===== src/rtl/uart_pkg.sv =====
package uart_pkg;

  typedef logic [7:0] byte_t;  // one data byte on the wire

  // received word as it travels through the receive FIFO
  typedef struct packed {
    byte_t data;  // deserialized payload, lsb arrived first
    logic  ferr;  // stop bit was sampled low
  } rx_word_t;

  localparam int EXTRA_STOP_BITS = 7;  // idle bits after the real stop bit
  localparam int FRAME_BITS = 1 + 8 + 1 + EXTRA_STOP_BITS;  // start, data, stop, extra stops

  localparam logic [1:0] REG_CTRL   = 2'd0;  // tx enable and loopback
  localparam logic [1:0] REG_STATUS = 2'd1;  // idle, overrun and empty flags
  localparam logic [1:0] REG_FERR   = 2'd2;  // saturating frame error count

  localparam int CTRL_TX_EN_BIT = 0;  // lets the transmitter drain its FIFO
  localparam int CTRL_LOOP_BIT  = 1;  // feeds the tx line back into the receiver

  localparam int STAT_TX_IDLE_BIT  = 0;  // serializer has finished all stop bits
  localparam int STAT_OVERRUN_BIT  = 1;  // sticky, a received word was dropped
  localparam int STAT_TX_EMPTY_BIT = 2;  // transmit FIFO holds nothing
  localparam int STAT_RX_EMPTY_BIT = 3;  // receive FIFO holds nothing

endpackage


===== src/rtl/uart_fifo.sv =====
module uart_fifo #(
  parameter int  DEPTH = 4,            // number of entries
  parameter type T     = logic [7:0]   // payload carried per entry
) (
  input  logic clk,
  input  logic rst_n,
  input  logic i_push,   // ignored while full
  input  T     i_wdata,
  input  logic i_pop,    // ignored while empty
  output T     o_rdata,  // head entry, valid whenever o_empty is low
  output logic o_empty,
  output logic o_full
);

  localparam int AW = (DEPTH > 1) ? $clog2(DEPTH) : 1;
  localparam int CW = $clog2(DEPTH + 1);

  T              mem [DEPTH];
  logic [AW-1:0] wr_ptr;
  logic [AW-1:0] rd_ptr;
  logic [CW-1:0] count;   // occupancy, 0 to DEPTH
  logic          do_push;
  logic          do_pop;

  // wrap explicitly so DEPTH need not be a power of two
  function automatic logic [AW-1:0] next_ptr(input logic [AW-1:0] ptr);
    logic [AW-1:0] nxt;
    nxt = (ptr == AW'(DEPTH - 1)) ? '0 : ptr + 1'b1;
    return nxt;
  endfunction

  assign o_empty = (count == '0);
  assign o_full  = (count == CW'(DEPTH));
  assign do_push = i_push && !o_full;
  assign do_pop  = i_pop && !o_empty;
  assign o_rdata = mem[rd_ptr];  // a push shows up here on the following cycle

  always_ff @(posedge clk) begin
    if (do_push) begin
      mem[wr_ptr] <= i_wdata;
    end
  end

  always_ff @(posedge clk or negedge rst_n) begin
    if (!rst_n) begin
      wr_ptr <= '0;
      rd_ptr <= '0;
      count  <= '0;
    end else begin
      if (do_push) begin
        wr_ptr <= next_ptr(wr_ptr);
      end
      if (do_pop) begin
        rd_ptr <= next_ptr(rd_ptr);
      end
      case ({do_push, do_pop})
        2'b10:   count <= count + 1'b1;
        2'b01:   count <= count - 1'b1;
        default: count <= count;  // both or neither leave occupancy alone
      endcase
    end
  end

endmodule


===== src/rtl/uart_ctrl_regs.sv =====
module uart_ctrl_regs (
  input  logic            clk,
  input  logic            rst_n,
  input  logic            i_we,             // host write strobe
  input  logic [1:0]      i_addr,           // register select, shared by read and write
  input  uart_pkg::byte_t i_wdata,
  output uart_pkg::byte_t o_rdata,          // combinational read data
  input  logic            i_tx_idle,
  input  logic            i_tx_empty,
  input  logic            i_rx_empty,
  input  logic            i_ferr_pulse,     // one cycle per received word with a bad stop bit
  input  logic            i_overrun_pulse,  // one cycle per word dropped at a full rx FIFO
  output logic            o_tx_en,
  output logic            o_loopback
);

  logic            tx_en_q;     // control bit, gates tx FIFO drain
  logic            loop_q;      // control bit, selects the receiver input
  logic            overrun_q;   // sticky until the status register is written
  uart_pkg::byte_t ferr_cnt;    // saturates at all ones
  logic            wr_ctrl;
  logic            wr_status;
  logic            wr_ferr;

  assign wr_ctrl   = i_we && (i_addr == uart_pkg::REG_CTRL);
  assign wr_status = i_we && (i_addr == uart_pkg::REG_STATUS);  // any write clears overrun
  assign wr_ferr   = i_we && (i_addr == uart_pkg::REG_FERR);    // any write clears the count

  always_ff @(posedge clk or negedge rst_n) begin
    if (!rst_n) begin
      tx_en_q   <= 1'b0;
      loop_q    <= 1'b0;
      overrun_q <= 1'b0;
      ferr_cnt  <= '0;
    end else begin
      if (wr_ctrl) begin
        tx_en_q <= i_wdata[uart_pkg::CTRL_TX_EN_BIT];
        loop_q  <= i_wdata[uart_pkg::CTRL_LOOP_BIT];
      end
      if (i_overrun_pulse) begin
        overrun_q <= 1'b1;  // a new drop wins over a clear in the same cycle
      end else if (wr_status) begin
        overrun_q <= 1'b0;
      end
      if (wr_ferr) begin
        ferr_cnt <= '0;
      end else if (i_ferr_pulse && (ferr_cnt != '1)) begin
        ferr_cnt <= ferr_cnt + 1'b1;  // holds at 8'hff once saturated
      end
    end
  end

  always_comb begin
    o_rdata = '0;  // unmapped address reads as zero
    case (i_addr)
      uart_pkg::REG_CTRL: begin
        o_rdata[uart_pkg::CTRL_TX_EN_BIT] = tx_en_q;
        o_rdata[uart_pkg::CTRL_LOOP_BIT]  = loop_q;
      end
      uart_pkg::REG_STATUS: begin
        o_rdata[uart_pkg::STAT_TX_IDLE_BIT]  = i_tx_idle;
        o_rdata[uart_pkg::STAT_OVERRUN_BIT]  = overrun_q;
        o_rdata[uart_pkg::STAT_TX_EMPTY_BIT] = i_tx_empty;
        o_rdata[uart_pkg::STAT_RX_EMPTY_BIT] = i_rx_empty;
      end
      uart_pkg::REG_FERR: o_rdata = ferr_cnt;
      default: o_rdata = '0;
    endcase
  end

  assign o_tx_en    = tx_en_q;
  assign o_loopback = loop_q;

endmodule


===== src/rtl/uart_tx.sv =====
module uart_tx #(
  parameter int CYCLES_PER_BIT = 4  // clocks per serial bit
) (
  input  logic            clk,
  input  logic            rst_n,
  input  uart_pkg::byte_t i_data,    // byte taken when i_req and o_cts are both high
  input  logic            i_req,
  output logic            o_serial,  // idles high
  output logic            o_cts,     // ready to accept the next byte
  output logic            o_idle     // nothing left to shift, stop bits included
);

  localparam int TIMER_W  = (CYCLES_PER_BIT > 1) ? $clog2(CYCLES_PER_BIT) : 1;
  localparam int CURSOR_W = $clog2(uart_pkg::FRAME_BITS);

  localparam logic [TIMER_W-1:0]  TIMER_MAX   = TIMER_W'(CYCLES_PER_BIT - 1);
  localparam logic [CURSOR_W-1:0] CURSOR_MAX  = CURSOR_W'(uart_pkg::FRAME_BITS - 1);
  localparam logic [CURSOR_W-1:0] CURSOR_STOP = CURSOR_W'(uart_pkg::EXTRA_STOP_BITS);

  logic [TIMER_W-1:0]  cycle;   // clocks left in the current bit
  logic [CURSOR_W-1:0] cursor;  // bits left in the frame, counts down to zero
  logic [8:0]          buffer;  // start bit plus data, lsb is on the line
  logic                accept;

  // the cursor reaches CURSOR_STOP during the real stop bit, below it are only the extra stops
  // so cts comes up once the ten real bits have gone and a queued byte cuts the extra stops
  assign o_cts    = (cursor < CURSOR_STOP);
  assign o_idle   = (cursor == '0) && (cycle == '0);
  assign o_serial = buffer[0];
  assign accept   = i_req && o_cts;

  always_ff @(posedge clk or negedge rst_n) begin
    if (!rst_n) begin
      cycle  <= '0;
      cursor <= '0;
      buffer <= '1;  // line must sit at mark level out of reset
    end else if (accept) begin
      cycle  <= TIMER_MAX;
      cursor <= CURSOR_MAX;
      buffer <= {i_data, 1'b0};  // start bit goes out on the next clock
    end else if (cycle != '0) begin
      cycle <= cycle - 1'b1;  // hold the current bit
    end else if (cursor != '0) begin
      cycle  <= TIMER_MAX;
      cursor <= cursor - 1'b1;
      buffer <= {1'b1, buffer[8:1]};  // shift in ones so stop bits follow the data
    end
  end

endmodule


===== src/rtl/uart_rx.sv =====
module uart_rx #(
  parameter int CYCLES_PER_BIT = 4  // clocks per serial bit, same as the transmitter
) (
  input  logic               clk,
  input  logic               rst_n,
  input  logic               i_serial,  // asynchronous line, idles high
  output logic               o_valid,   // one cycle per completed frame
  output uart_pkg::rx_word_t o_word     // only meaningful while o_valid is high
);

  localparam int HALF    = (CYCLES_PER_BIT > 1) ? CYCLES_PER_BIT / 2 : 1;
  localparam int TIMER_W = (CYCLES_PER_BIT > 1) ? $clog2(CYCLES_PER_BIT) : 1;

  localparam logic [TIMER_W-1:0] TIMER_MAX = TIMER_W'(CYCLES_PER_BIT - 1);
  localparam logic [TIMER_W-1:0] HALF_MAX  = TIMER_W'(HALF - 1);

  typedef enum logic [1:0] {
    RX_IDLE,   // waiting for a high to low transition
    RX_START,  // confirming the start bit at mid-bit
    RX_DATA,   // sampling the eight data bits
    RX_STOP    // sampling the stop bit
  } rx_state_t;

  rx_state_t           state;
  logic [2:0]          sync;     // two sync flops plus one history flop for edge detect
  logic                rxd;      // synchronized line level
  logic                fall;
  logic [TIMER_W-1:0]  timer;    // clocks until the next sample point
  logic [2:0]          bit_idx;  // data bit being sampled
  uart_pkg::byte_t     shift;    // data assembles here lsb first
  logic                sample;

  assign rxd    = sync[1];
  assign fall   = sync[2] && !sync[1];
  assign sample = (timer == '0);

  always_ff @(posedge clk or negedge rst_n) begin
    if (!rst_n) begin
      sync    <= '1;  // looks like an idle line, no false edge out of reset
      state   <= RX_IDLE;
      timer   <= '0;
      bit_idx <= '0;
      o_valid <= 1'b0;
    end else begin
      sync    <= {sync[1:0], i_serial};
      o_valid <= 1'b0;
      case (state)
        RX_IDLE: begin
          if (fall) begin
            state <= RX_START;
            timer <= HALF_MAX;  // lands the next sample in the middle of the start bit
          end
        end
        RX_START: begin
          if (!sample) begin
            timer <= timer - 1'b1;
          end else if (rxd) begin
            state <= RX_IDLE;  // line went back high, treat it as a glitch
          end else begin
            state   <= RX_DATA;
            timer   <= TIMER_MAX;
            bit_idx <= '0;
          end
        end
        RX_DATA: begin
          if (!sample) begin
            timer <= timer - 1'b1;
          end else begin
            timer   <= TIMER_MAX;
            bit_idx <= bit_idx + 1'b1;
            if (bit_idx == 3'd7) begin
              state <= RX_STOP;
            end
          end
        end
        RX_STOP: begin
          if (!sample) begin
            timer <= timer - 1'b1;
          end else begin
            o_valid <= 1'b1;  // mid stop bit, so edge detect is rearmed before the next start
            state   <= RX_IDLE;
          end
        end
        default: state <= RX_IDLE;
      endcase
    end
  end

  always_ff @(posedge clk) begin
    if ((state == RX_DATA) && sample) begin
      shift <= {rxd, shift[7:1]};  // first bit ends up in bit 0
    end
    if ((state == RX_STOP) && sample) begin
      o_word.data <= shift;
      o_word.ferr <= !rxd;  // a low stop bit is a framing error
    end
  end

endmodule


===== src/rtl/uart_top.sv =====
module uart_top #(
  parameter int CYCLES_PER_BIT = 4,  // serial bit time in clocks
  parameter int TX_DEPTH       = 4,  // also the number of tx credits the host starts with
  parameter int RX_DEPTH       = 4   // also the ceiling of the rx credit counter
) (
  input  logic            clk,
  input  logic            rst_n,
  input  logic            i_tx_valid,   // host spends one tx credit per pulse
  input  uart_pkg::byte_t i_tx_data,
  output logic            o_tx_credit,  // one tx credit back per byte taken by the serializer
  input  logic            i_rx_credit,  // host grants one rx credit per pulse
  output logic            o_rx_valid,   // one received word, spends one rx credit
  output uart_pkg::byte_t o_rx_data,
  output logic            o_rx_err,     // framing error of the word on o_rx_data
  input  logic            i_cfg_we,
  input  logic [1:0]      i_cfg_addr,
  input  uart_pkg::byte_t i_cfg_wdata,
  output uart_pkg::byte_t o_cfg_rdata,
  output logic            o_serial_tx,
  input  logic            i_serial_rx
);

  localparam int RX_CW = $clog2(RX_DEPTH + 1);

  uart_pkg::byte_t    tx_head;        // byte waiting at the tx FIFO head
  logic               tx_empty;
  logic               tx_req;
  logic               tx_cts;
  logic               tx_accept;      // serializer takes the head byte, FIFO pops
  logic               tx_idle;
  logic               serial_tx;
  logic               rx_in;          // receiver input after the loopback mux
  logic               rx_valid;
  uart_pkg::rx_word_t rx_word;
  uart_pkg::rx_word_t rx_head;
  logic               rx_empty;
  logic               rx_full;
  logic               rx_pop;
  logic [RX_CW-1:0]   rx_credits;     // granted and not yet used
  logic               tx_en;
  logic               loopback;
  logic               overrun_pulse;
  logic               ferr_pulse;

  assign tx_req        = !tx_empty && tx_en;  // tx_en low parks bytes and their credits
  assign tx_accept     = tx_req && tx_cts;
  assign o_serial_tx   = serial_tx;
  assign rx_in         = loopback ? serial_tx : i_serial_rx;
  assign overrun_pulse = rx_valid && rx_full;  // FIFO drops this word on its own
  assign ferr_pulse    = rx_valid && rx_word.ferr;
  assign rx_pop        = !rx_empty && (rx_credits != '0);

  uart_ctrl_regs u_regs (
    .clk             (clk),
    .rst_n           (rst_n),
    .i_we            (i_cfg_we),
    .i_addr          (i_cfg_addr),
    .i_wdata         (i_cfg_wdata),
    .o_rdata         (o_cfg_rdata),
    .i_tx_idle       (tx_idle),
    .i_tx_empty      (tx_empty),
    .i_rx_empty      (rx_empty),
    .i_ferr_pulse    (ferr_pulse),
    .i_overrun_pulse (overrun_pulse),
    .o_tx_en         (tx_en),
    .o_loopback      (loopback)
  );

  uart_fifo #(.DEPTH(TX_DEPTH), .T(uart_pkg::byte_t)) u_tx_fifo (
    .clk     (clk),
    .rst_n   (rst_n),
    .i_push  (i_tx_valid),  // credits keep the host from pushing into a full FIFO
    .i_wdata (i_tx_data),
    .i_pop   (tx_accept),
    .o_rdata (tx_head),
    .o_empty (tx_empty),
    .o_full  ()
  );

  uart_tx #(.CYCLES_PER_BIT(CYCLES_PER_BIT)) u_tx (
    .clk      (clk),
    .rst_n    (rst_n),
    .i_data   (tx_head),
    .i_req    (tx_req),
    .o_serial (serial_tx),
    .o_cts    (tx_cts),
    .o_idle   (tx_idle)
  );

  uart_rx #(.CYCLES_PER_BIT(CYCLES_PER_BIT)) u_rx (
    .clk      (clk),
    .rst_n    (rst_n),
    .i_serial (rx_in),
    .o_valid  (rx_valid),
    .o_word   (rx_word)
  );

  uart_fifo #(.DEPTH(RX_DEPTH), .T(uart_pkg::rx_word_t)) u_rx_fifo (
    .clk     (clk),
    .rst_n   (rst_n),
    .i_push  (rx_valid),
    .i_wdata (rx_word),
    .i_pop   (rx_pop),
    .o_rdata (rx_head),
    .o_empty (rx_empty),
    .o_full  (rx_full)
  );

  always_ff @(posedge clk or negedge rst_n) begin
    if (!rst_n) begin
      o_tx_credit <= 1'b0;
      rx_credits  <= '0;
      o_rx_valid  <= 1'b0;
      o_rx_err    <= 1'b0;
    end else begin
      o_tx_credit <= tx_accept;  // returns the credit one cycle after the pop
      o_rx_valid  <= rx_pop;
      o_rx_err    <= rx_pop && rx_head.ferr;  // qualified so it never lingers
      if (i_rx_credit && rx_pop) begin
        rx_credits <= rx_credits;  // grant and use cancel out
      end else if (i_rx_credit && (rx_credits != RX_CW'(RX_DEPTH))) begin
        rx_credits <= rx_credits + 1'b1;  // grants beyond RX_DEPTH are lost
      end else if (rx_pop) begin
        rx_credits <= rx_credits - 1'b1;
      end
    end
  end

  always_ff @(posedge clk) begin
    if (rx_pop) begin
      o_rx_data <= rx_head.data;
    end
  end

endmodule


===== config.mk =====
export PLATFORM = sky130hd
export DESIGN_NAME = uart_top
export DESIGN_NICKNAME = d
export VERILOG_FILES = /design/src/rtl/uart_pkg.sv /design/src/rtl/uart_fifo.sv /design/src/rtl/uart_ctrl_regs.sv /design/src/rtl/uart_tx.sv /design/src/rtl/uart_rx.sv /design/src/rtl/uart_top.sv
export SDC_FILE = /design/constraint.sdc
export NUM_CORES = 1
export LEC_CHECK = 0
export BUFFER_PORTS_ARGS = -buffer_cell sky130_fd_sc_hd__buf_2
export CORE_AREA = 2 2 123 148
export CTS_CLUSTER_DIAMETER = 40
export DETAILED_ROUTE_END_ITERATION = 8
export DIE_AREA = 0 0 125 150
export GPL_ROUTABILITY_DRIVEN = 0
export GPL_TIMING_DRIVEN = 0
export HOLD_SLACK_MARGIN = 0.06
export MAX_ROUTING_LAYER = met4
export RECOVER_POWER = 25
export SLEW_MARGIN = 20
export SYNTH_ARGS = -nofsm -noshare
export SYNTH_HDL_FRONTEND = slang
export SYNTH_HIERARCHICAL = 1
export SYNTH_SLANG_ARGS = --single-unit
export TNS_END_PERCENT = 30

===== constraint.sdc =====
create_clock -name clk -period 2.5 [get_ports clk]
set_input_delay 0.5 -clock clk [delete_from_list [all_inputs] [get_ports clk]]
set_output_delay 0.5 -clock clk [all_outputs]
set_load 0.02 [all_outputs]

* Word level (Yosys, flattened, before mapping)
Memories as Yosys holds them, arrays and structs flattened.
Index checks and enable logic that the tools add are counted.
** Word-level totals
- Bits of input ports :: 24
- RAM bits :: 68
- Register bits :: 83
- Memories :: 2
- Logic and storage cells :: 167
** Cells by class
- Eq/ne operators :: 27
- Magnitude comparators :: 1
- Multiplexer cells :: 47
- Reductions and logical operators :: 48
- Add/sub/neg operators :: 15
- Bitwise logic cells :: 1
** Memory list
- u_rx_fifo.mem :: depth 4, width 9, read ports 1, clocked after memory_dff 0, write ports 1, RTL line uart_fifo.sv:18 : T mem [DEPTH];
- u_tx_fifo.mem :: depth 4, width 8, read ports 1, clocked after memory_dff 0, write ports 1, RTL line uart_fifo.sv:18
** Operator list (count)
- 2-bit two-way mux :: 17
- 9-bit two-way mux :: 3
- 1-bit logical AND :: 20
- 2-bit equality test, second input constant :: 9
- 3-bit case mux with 2 select lines :: 3
- 8-bit two-way mux :: 2
- 2-bit case mux with 4 select lines :: 2
- 2-bit nonzero test :: 8
- 3-bit two-way mux :: 5
- 5-bit two-way mux :: 3
- 3-bit by 1-bit adder with 3-bit output, second input constant :: 4
- 2-bit by 1-bit != test with 1-bit output, second input constant :: 5
- 3-bit equality test, second input constant :: 3
- 1-bit two-way mux :: 9
- 3-bit by 1-bit subtractor with 3-bit output, second input constant :: 3
- 2-bit by 1-bit adder with 2-bit output, second input constant :: 4
- 8-bit by 1-bit adder with 8-bit output, second input constant :: 1
- 2-bit by 1-bit equality test with 1-bit output, second input constant :: 4
- 2-bit zero test :: 4
- 8-bit != test, second input constant :: 1
- 3-bit zero test :: 2
- 2-bit != test, second input constant :: 3
- 3-bit != test, second input constant :: 2
- 2-bit case mux with 3 select lines :: 1
- 14 further kinds :: 21

* Logic depth before layout (Yosys ltp)
- Word-level depth :: 7
- Depth in mapped cells :: 11
- Gate-level depth less buffers :: 11

* Modules after synthesis
Netlist, hierarchy kept.
** By module, submodules not included
- uart_fifo at u_rx_fifo :: area each 1754.2 um2, cells each 88, instances 1
- uart_fifo at u_tx_fifo :: area each 1636.6 um2, cells each 82, instances 1
- uart_rx :: area each 1189.9 um2, cells each 81, instances 1
- uart_tx :: area each 859.6 um2, cells each 82, instances 1
- uart_ctrl_regs :: area each 718.2 um2, cells each 75, instances 1
- uart_top :: area each 653.1 um2, cells each 53, instances 1

* Worst setup path before layout
No wires, ideal clock.
- Kind :: register to register
- Start :: register u_rx_fifo.count[0]
- End :: register u_rx_fifo.count[2]
- Stages on the path, launching flop included :: 12
- Data required time :: 2.421 ns
- Setup slack :: 0.138 ns
- Period minus slack after synthesis :: 2.362 ns
- Buffers on the path :: 1
- Arrival :: 2.283 ns
- Path through :: dfrtp_1 > nor3_1 > clkbuf_8 > nor2_1 > nand2b_1 > inv_1 > ha_1 > inv_1 > fa_1 > xor2_1 > nor2_1 > xor2_1
** On the way
- Word-level cells in the longest chain between the ends :: 6
- Elaborated cells on any way between the ends :: 13
** Ends and longest elaborated chain
- start, declared :: RTL line uart_fifo.sv:21 : logic [CW-1:0] count;
- start signal, assigned :: RTL line uart_fifo.sv:57 : 2'b10: count <= count + 1'b1;
- start signal, assigned :: RTL line uart_fifo.sv:58 : 2'b01: count <= count - 1'b1;
- start signal, assigned :: RTL line uart_fifo.sv:59 : default: count <= count;
- 3-bit zero test * :: RTL line uart_fifo.sv:32 : assign o_empty = (count == '0);
- net rx_empty :: RTL line uart_top.sv:36 : logic rx_empty;
- 1-bit zero test * :: RTL line uart_top.sv:51 : assign rx_pop = !rx_empty && (rx_credits != '0);
- 1-bit logical AND * :: RTL line uart_top.sv:51
- net rx_pop :: RTL line uart_top.sv:38 : logic rx_pop;
- 1-bit logical AND * :: RTL line uart_fifo.sv:35 : assign do_pop = i_pop && !o_empty;
- net u_rx_fifo.do_pop :: RTL line uart_fifo.sv:23 : logic do_pop;
- 2-bit by 1-bit equality test with 1-bit output / 2-bit equality test (equally long branches) :: RTL line uart_fifo.sv:56 : case ({do_push, do_pop})
- 3-bit case mux with 2 select lines / 2-bit nonzero test (equally long branches)
The timed path passes the listed nets; every way through them passes the cells marked *.
A chain may end at the register's enable or synchronous reset.

* Worst setup path after layout
- Start :: register u_tx.cycle[0]
- End :: output o_cfg_rdata[0]
** On the way
- Word-level cells in the longest chain between the ends :: 3
** Ends and longest elaborated chain
- start, declared :: RTL line uart_tx.sv:20 : logic [TIMER_W-1:0] cycle;
- start signal, assigned :: RTL line uart_tx.sv:42 : cycle <= cycle - 1'b1;
- 2-bit zero test :: RTL line uart_tx.sv:28 : assign o_idle = (cursor == '0) && (cycle == '0);
- 1-bit logical AND :: RTL line uart_tx.sv:28
- net tx_idle :: RTL line uart_top.sv:30 : logic tx_idle;
- 2-bit case mux with 3 select lines :: RTL line uart_ctrl_regs.sv:55 : case (i_addr)
- end, declared :: RTL line uart_top.sv:18 : output uart_pkg::byte_t o_cfg_rdata,
The timed path passes the listed nets, and every way through them passes these cells.

==> impl_metrics.py <==
metrics = {
    "pwr": {
        "swShare": 0.317,
        "p_int_mw": 6.45,
        "ir_worst_vdd_mv": 0.582,
        "sequentialPowerShare": 0.400,
        "combPwrFrac": 0.325,
        "leakage_nw": 3.14,
        "clkPwrFrac": 0.274,
        "power.density_nw_per_um2": 1180,
        "p_sw_mw": 2.99,
    },
    "cells_and_area": {
        "drive_above_1_share": 0.278,
        "fillers": 1537,
        "syn2layout_area_growth_pct": 17.0,
        "finalNetCount": 580,
        "final_util": 0.459,
    },
    "detailed_routing": {
        "vias": 3847,
        "highest_layer": "met4",
        "wl_met2_mm": 6.09,
        "viasPerCell": 5.08,
        "drtIter0Drc": 232,
        "drt-total-wl_mm": 11.4,
        "drtAntennaViolNets": 0,
        "wl_per_cell_um": 15.1,
        "drcViolationCount": 0,
        "wl_met3_um": 378,
        "wl_met1_mm": 4.87,
        "drt_pass1_iterations": 6,
    },
    "global_route": {
        "grt_usage": 0.133,
        "gr-total-overflow": 0,
        "grt_pass1_vias": 3998,
        "grt_max_degree": 59,
        "grt_pass1_wl_mm": 19.3,
        "antenna_found_initial": 0,
    },
    "placed_design": {
        "dp_hpwl_mm": 7.88,
        "port_buffers": 37,
    },
    "synth": {
        "syn_avg_cell_area_um2": 14.8,
        "yosys.area.top_type_share": 0.410,
        "synthTopCellsByArea": "edfxtp_1 41%, dfrtp_1 17%, mux4_2 5.6%",
        "synth_area_um2": 6810,
        "yosysUniqueCellTypes": 72,
        "netlist_instances": 461,
        "synth_ff_type": "edfxtp_1",
        "synth_nets": 518,
        "synth_edf_count": 93,
        "yosysTopAreaCell": "edfxtp_1",
        "yosysWarnings": 6,
        "ys_async_sr_fraction": 0.384,
        "yosysSeqAreaShare": 0.625,
        "ys_seq_elements": 151,
    },
    "run": {
        "drv_cap": 1,
    },
    "timing": {
        "drv_slew": 59,
        "fmax_mhz": 422,
        "setup-violations-final": 0,
        "period_minus_slack_ns": 2.37,
        "finalCritPeriodShare": 0.948,
        "hold_slack_ns": 0.327,
        "worst_slew_pin_slew_ns": 1.51,
        "skew_ns": 0.00787,
        "maxSlewHeadroom": -0.00932,
        "finalHoldViolCount": 0,
    },
    "critical_path": {
        "end_kind": "primary output",
        "arrival_ns": 1.87,
        "cp.required_ns": 2.00,
        "path_class": "reg -> out",
        "worst_setup_path_start_kind": "flop",
        "cp_max_fo": 4,
    },
    "clock_tree": {
        "cts_tree": "done",
        "clkSinkCount": 151,
        "htreeDepth": 4,
        "clkSlewWorstSetupHoldPaths_ns": 0.06,
        "cts_hold_buf": 0,
        "cts_buffer_depth": 2,
        "cts-root-buf": "clkbuf_16",
        "cts_buffers": 17,
        "clk_latency_ns": 0.41,
    },
    "die": {
        "start_util": 0.392,
        "die_w_um": 125,
        "ioPinCount": 44,
        "die_y_um": 150,
        "core-area_um2": 17400,
        "rows": 53,
        "die-area_um2": 18800,
    },
    "worst_hold_path": {
        "hold_path_class": "in -> reg",
    },
    "outcome": {
        "violations": "capacitance limit, slew limit",
        "status": "finished, violations left",
    },
}
flip-flops by register name (all words and copies together), names as in the netlist, 2 cells and up, named ones only:
signal,flops
u_rx_fifo/mem,36
u_tx_fifo/mem,32
u_rx/o_word,9
u_tx/buffer,9
o_rx_data,8
u_regs/ferr_cnt,8
u_rx/shift,8
u_tx/cursor,5
rx_credits,3
u_rx/bit_idx,3
u_rx/sync,3
u_rx_fifo/count,3
u_tx_fifo/count,3
u_rx/timer,2
u_rx_fifo/rd_ptr,2
u_rx_fifo/wr_ptr,2
u_tx/cycle,2
u_tx_fifo/rd_ptr,2
u_tx_fifo/wr_ptr,2
stage by stage:
step	setup TNS, ns	power, mW	worst slack (ns)	instance area [µm²]	instances
after floorplan	0	6.08	0.138	6810	461
after global placement	-0.308	6.67	-0.239	7270	718
after detailed placement	-0.455	6.81	-0.301	7270	718
after CTS	0	9.48	0.0190	7900	750
after global routing	-0.00520	10.0	-0.00366	7960	756
final	0	9.44	0.131	7970	757
worst max-delay path, cell delays in order, from the launching register on:
cell      delay, ns
dfrtp_1        0.37
inv_2          0.05
ha_4           0.15
buf_6          0.11
nand3b_1       0.11
nor3_2         0.07
a222oi_1       0.34
nor2_1         0.09
buf_4          0.17
power by group through the flow:
stage / sequential, mW / clock (mW) / combinational (mW)
CTS: 3.78 / 2.67 / 3.04
floorplan: 3.84 / 0 / 2.24
global route: 3.85 / 2.76 / 3.44
finish: 3.78 / 2.59 / 3.07
global placement: 3.78 / 0 / 2.89
detailed placement: 3.81 / 0 / 3.00
repair_timing:
item | in CTS | in global routing
setup endpoints to repair | 3 | 2
cloned | 0 | 0
buffers inserted | 0 | 6
pin swaps | 0 | 5
resized for setup | 5 | 10
endpoints found under the hold margin | 0 | 0
metal layers:
metal,up-vias,global-route usage
li1,1854,-
met1,1910,0.146
met2,72,0.237
met3,11,0.0304
met4,0,0.0489
met5,-,-
synthesized netlist by cell type, types with 3 or more instances:
library cell,instances
nand4_1,4
inv_1,34
nand3b_1,4
xor2_1,6
ha_1,30
o21ai_0,14
mux4_2,17
mux2_4,6
nand3_1,7
and2_1,10
nor2_1,17
clkbuf_1,6
dfstp_2,12
a32oi_1,7
buf_2,3
mux2i_1,10
a31oi_1,4
edfxtp_1,93
dfrtp_1,46
buf_4,3
and3_2,4
nor3_1,7
mux2_2,6
fa_1,3
nand2b_1,5
a311oi_1,3
a2bb2oi_1,8
nor2b_1,4
nand2_1,19
and2_2,5
a21oi_1,10
clkbuf_2,3
area by class of cell:
cell class	count	area [µm²]	share of cell area
diodes	1	2.50	0.000314
clock inverters	12	169	0.0212
repair buffers	43	223	0.0280
inverters	35	131	0.0165
well taps	220	275	0.0346
flip-flops and latches	151	4260	0.535
multi-input cells	257	2360	0.296
plain buffers	18	110	0.0138
clock buffers	20	437	0.0548
placed cells by master, fill, tap and decap left out, types with 7 or more instances in the layout:
master,count
nor2_1,16
ha_1,28
o21ai_0,14
dfrtp_1,45
a21oi_1,10
buf_4,10
buf_2,29
a32oi_1,7
nand3_1,7
a2bb2oi_1,8
clkbuf_16,17
dfstp_2,11
edfxtp_1,93
nand2_1,19
inv_1,32
mux2i_1,10
and2_1,9
clkbuf_1,17
mux4_2,17
cells by family (layout without fill, tap and decap cells):
family / after synthesis / after routing / share of synthesized area
adders and majority gates: 33 / 33 / 0.0639
other: 0 / 1 / 0
and+or+nand+nor: 107 / 107 / 0.0952
DFF: 151 / 151 / 0.625
xor gates and xnor gates: 8 / 8 / 0.0103
AOI/OAI and AO/OA: 70 / 70 / 0.0768
buffers and inverters: 53 / 128 / 0.0345
muxes: 39 / 39 / 0.0940
path summary, 6_finish.rpt:
check	from	to	slack [ns]	depth (start not counted)
worst min-delay path	i_cfg_wdata[1]	u_regs/o_loopback	0.33	2
max in group asynchronous	rst_n	u_tx/cursor[3]	1.04	1
worst max register to register	u_tx/cursor[3]	u_tx_fifo/count[2]	0.15	11
min in group asynchronous	rst_n	rx_credits[2]	0.46	1
worst min register to register	u_rx/sync[0]	u_rx/sync[1]	0.37	0
worst max-delay path	u_tx/cycle[0]	o_cfg_rdata[0]	0.13	8
Power figures use the tool's default switching activity.
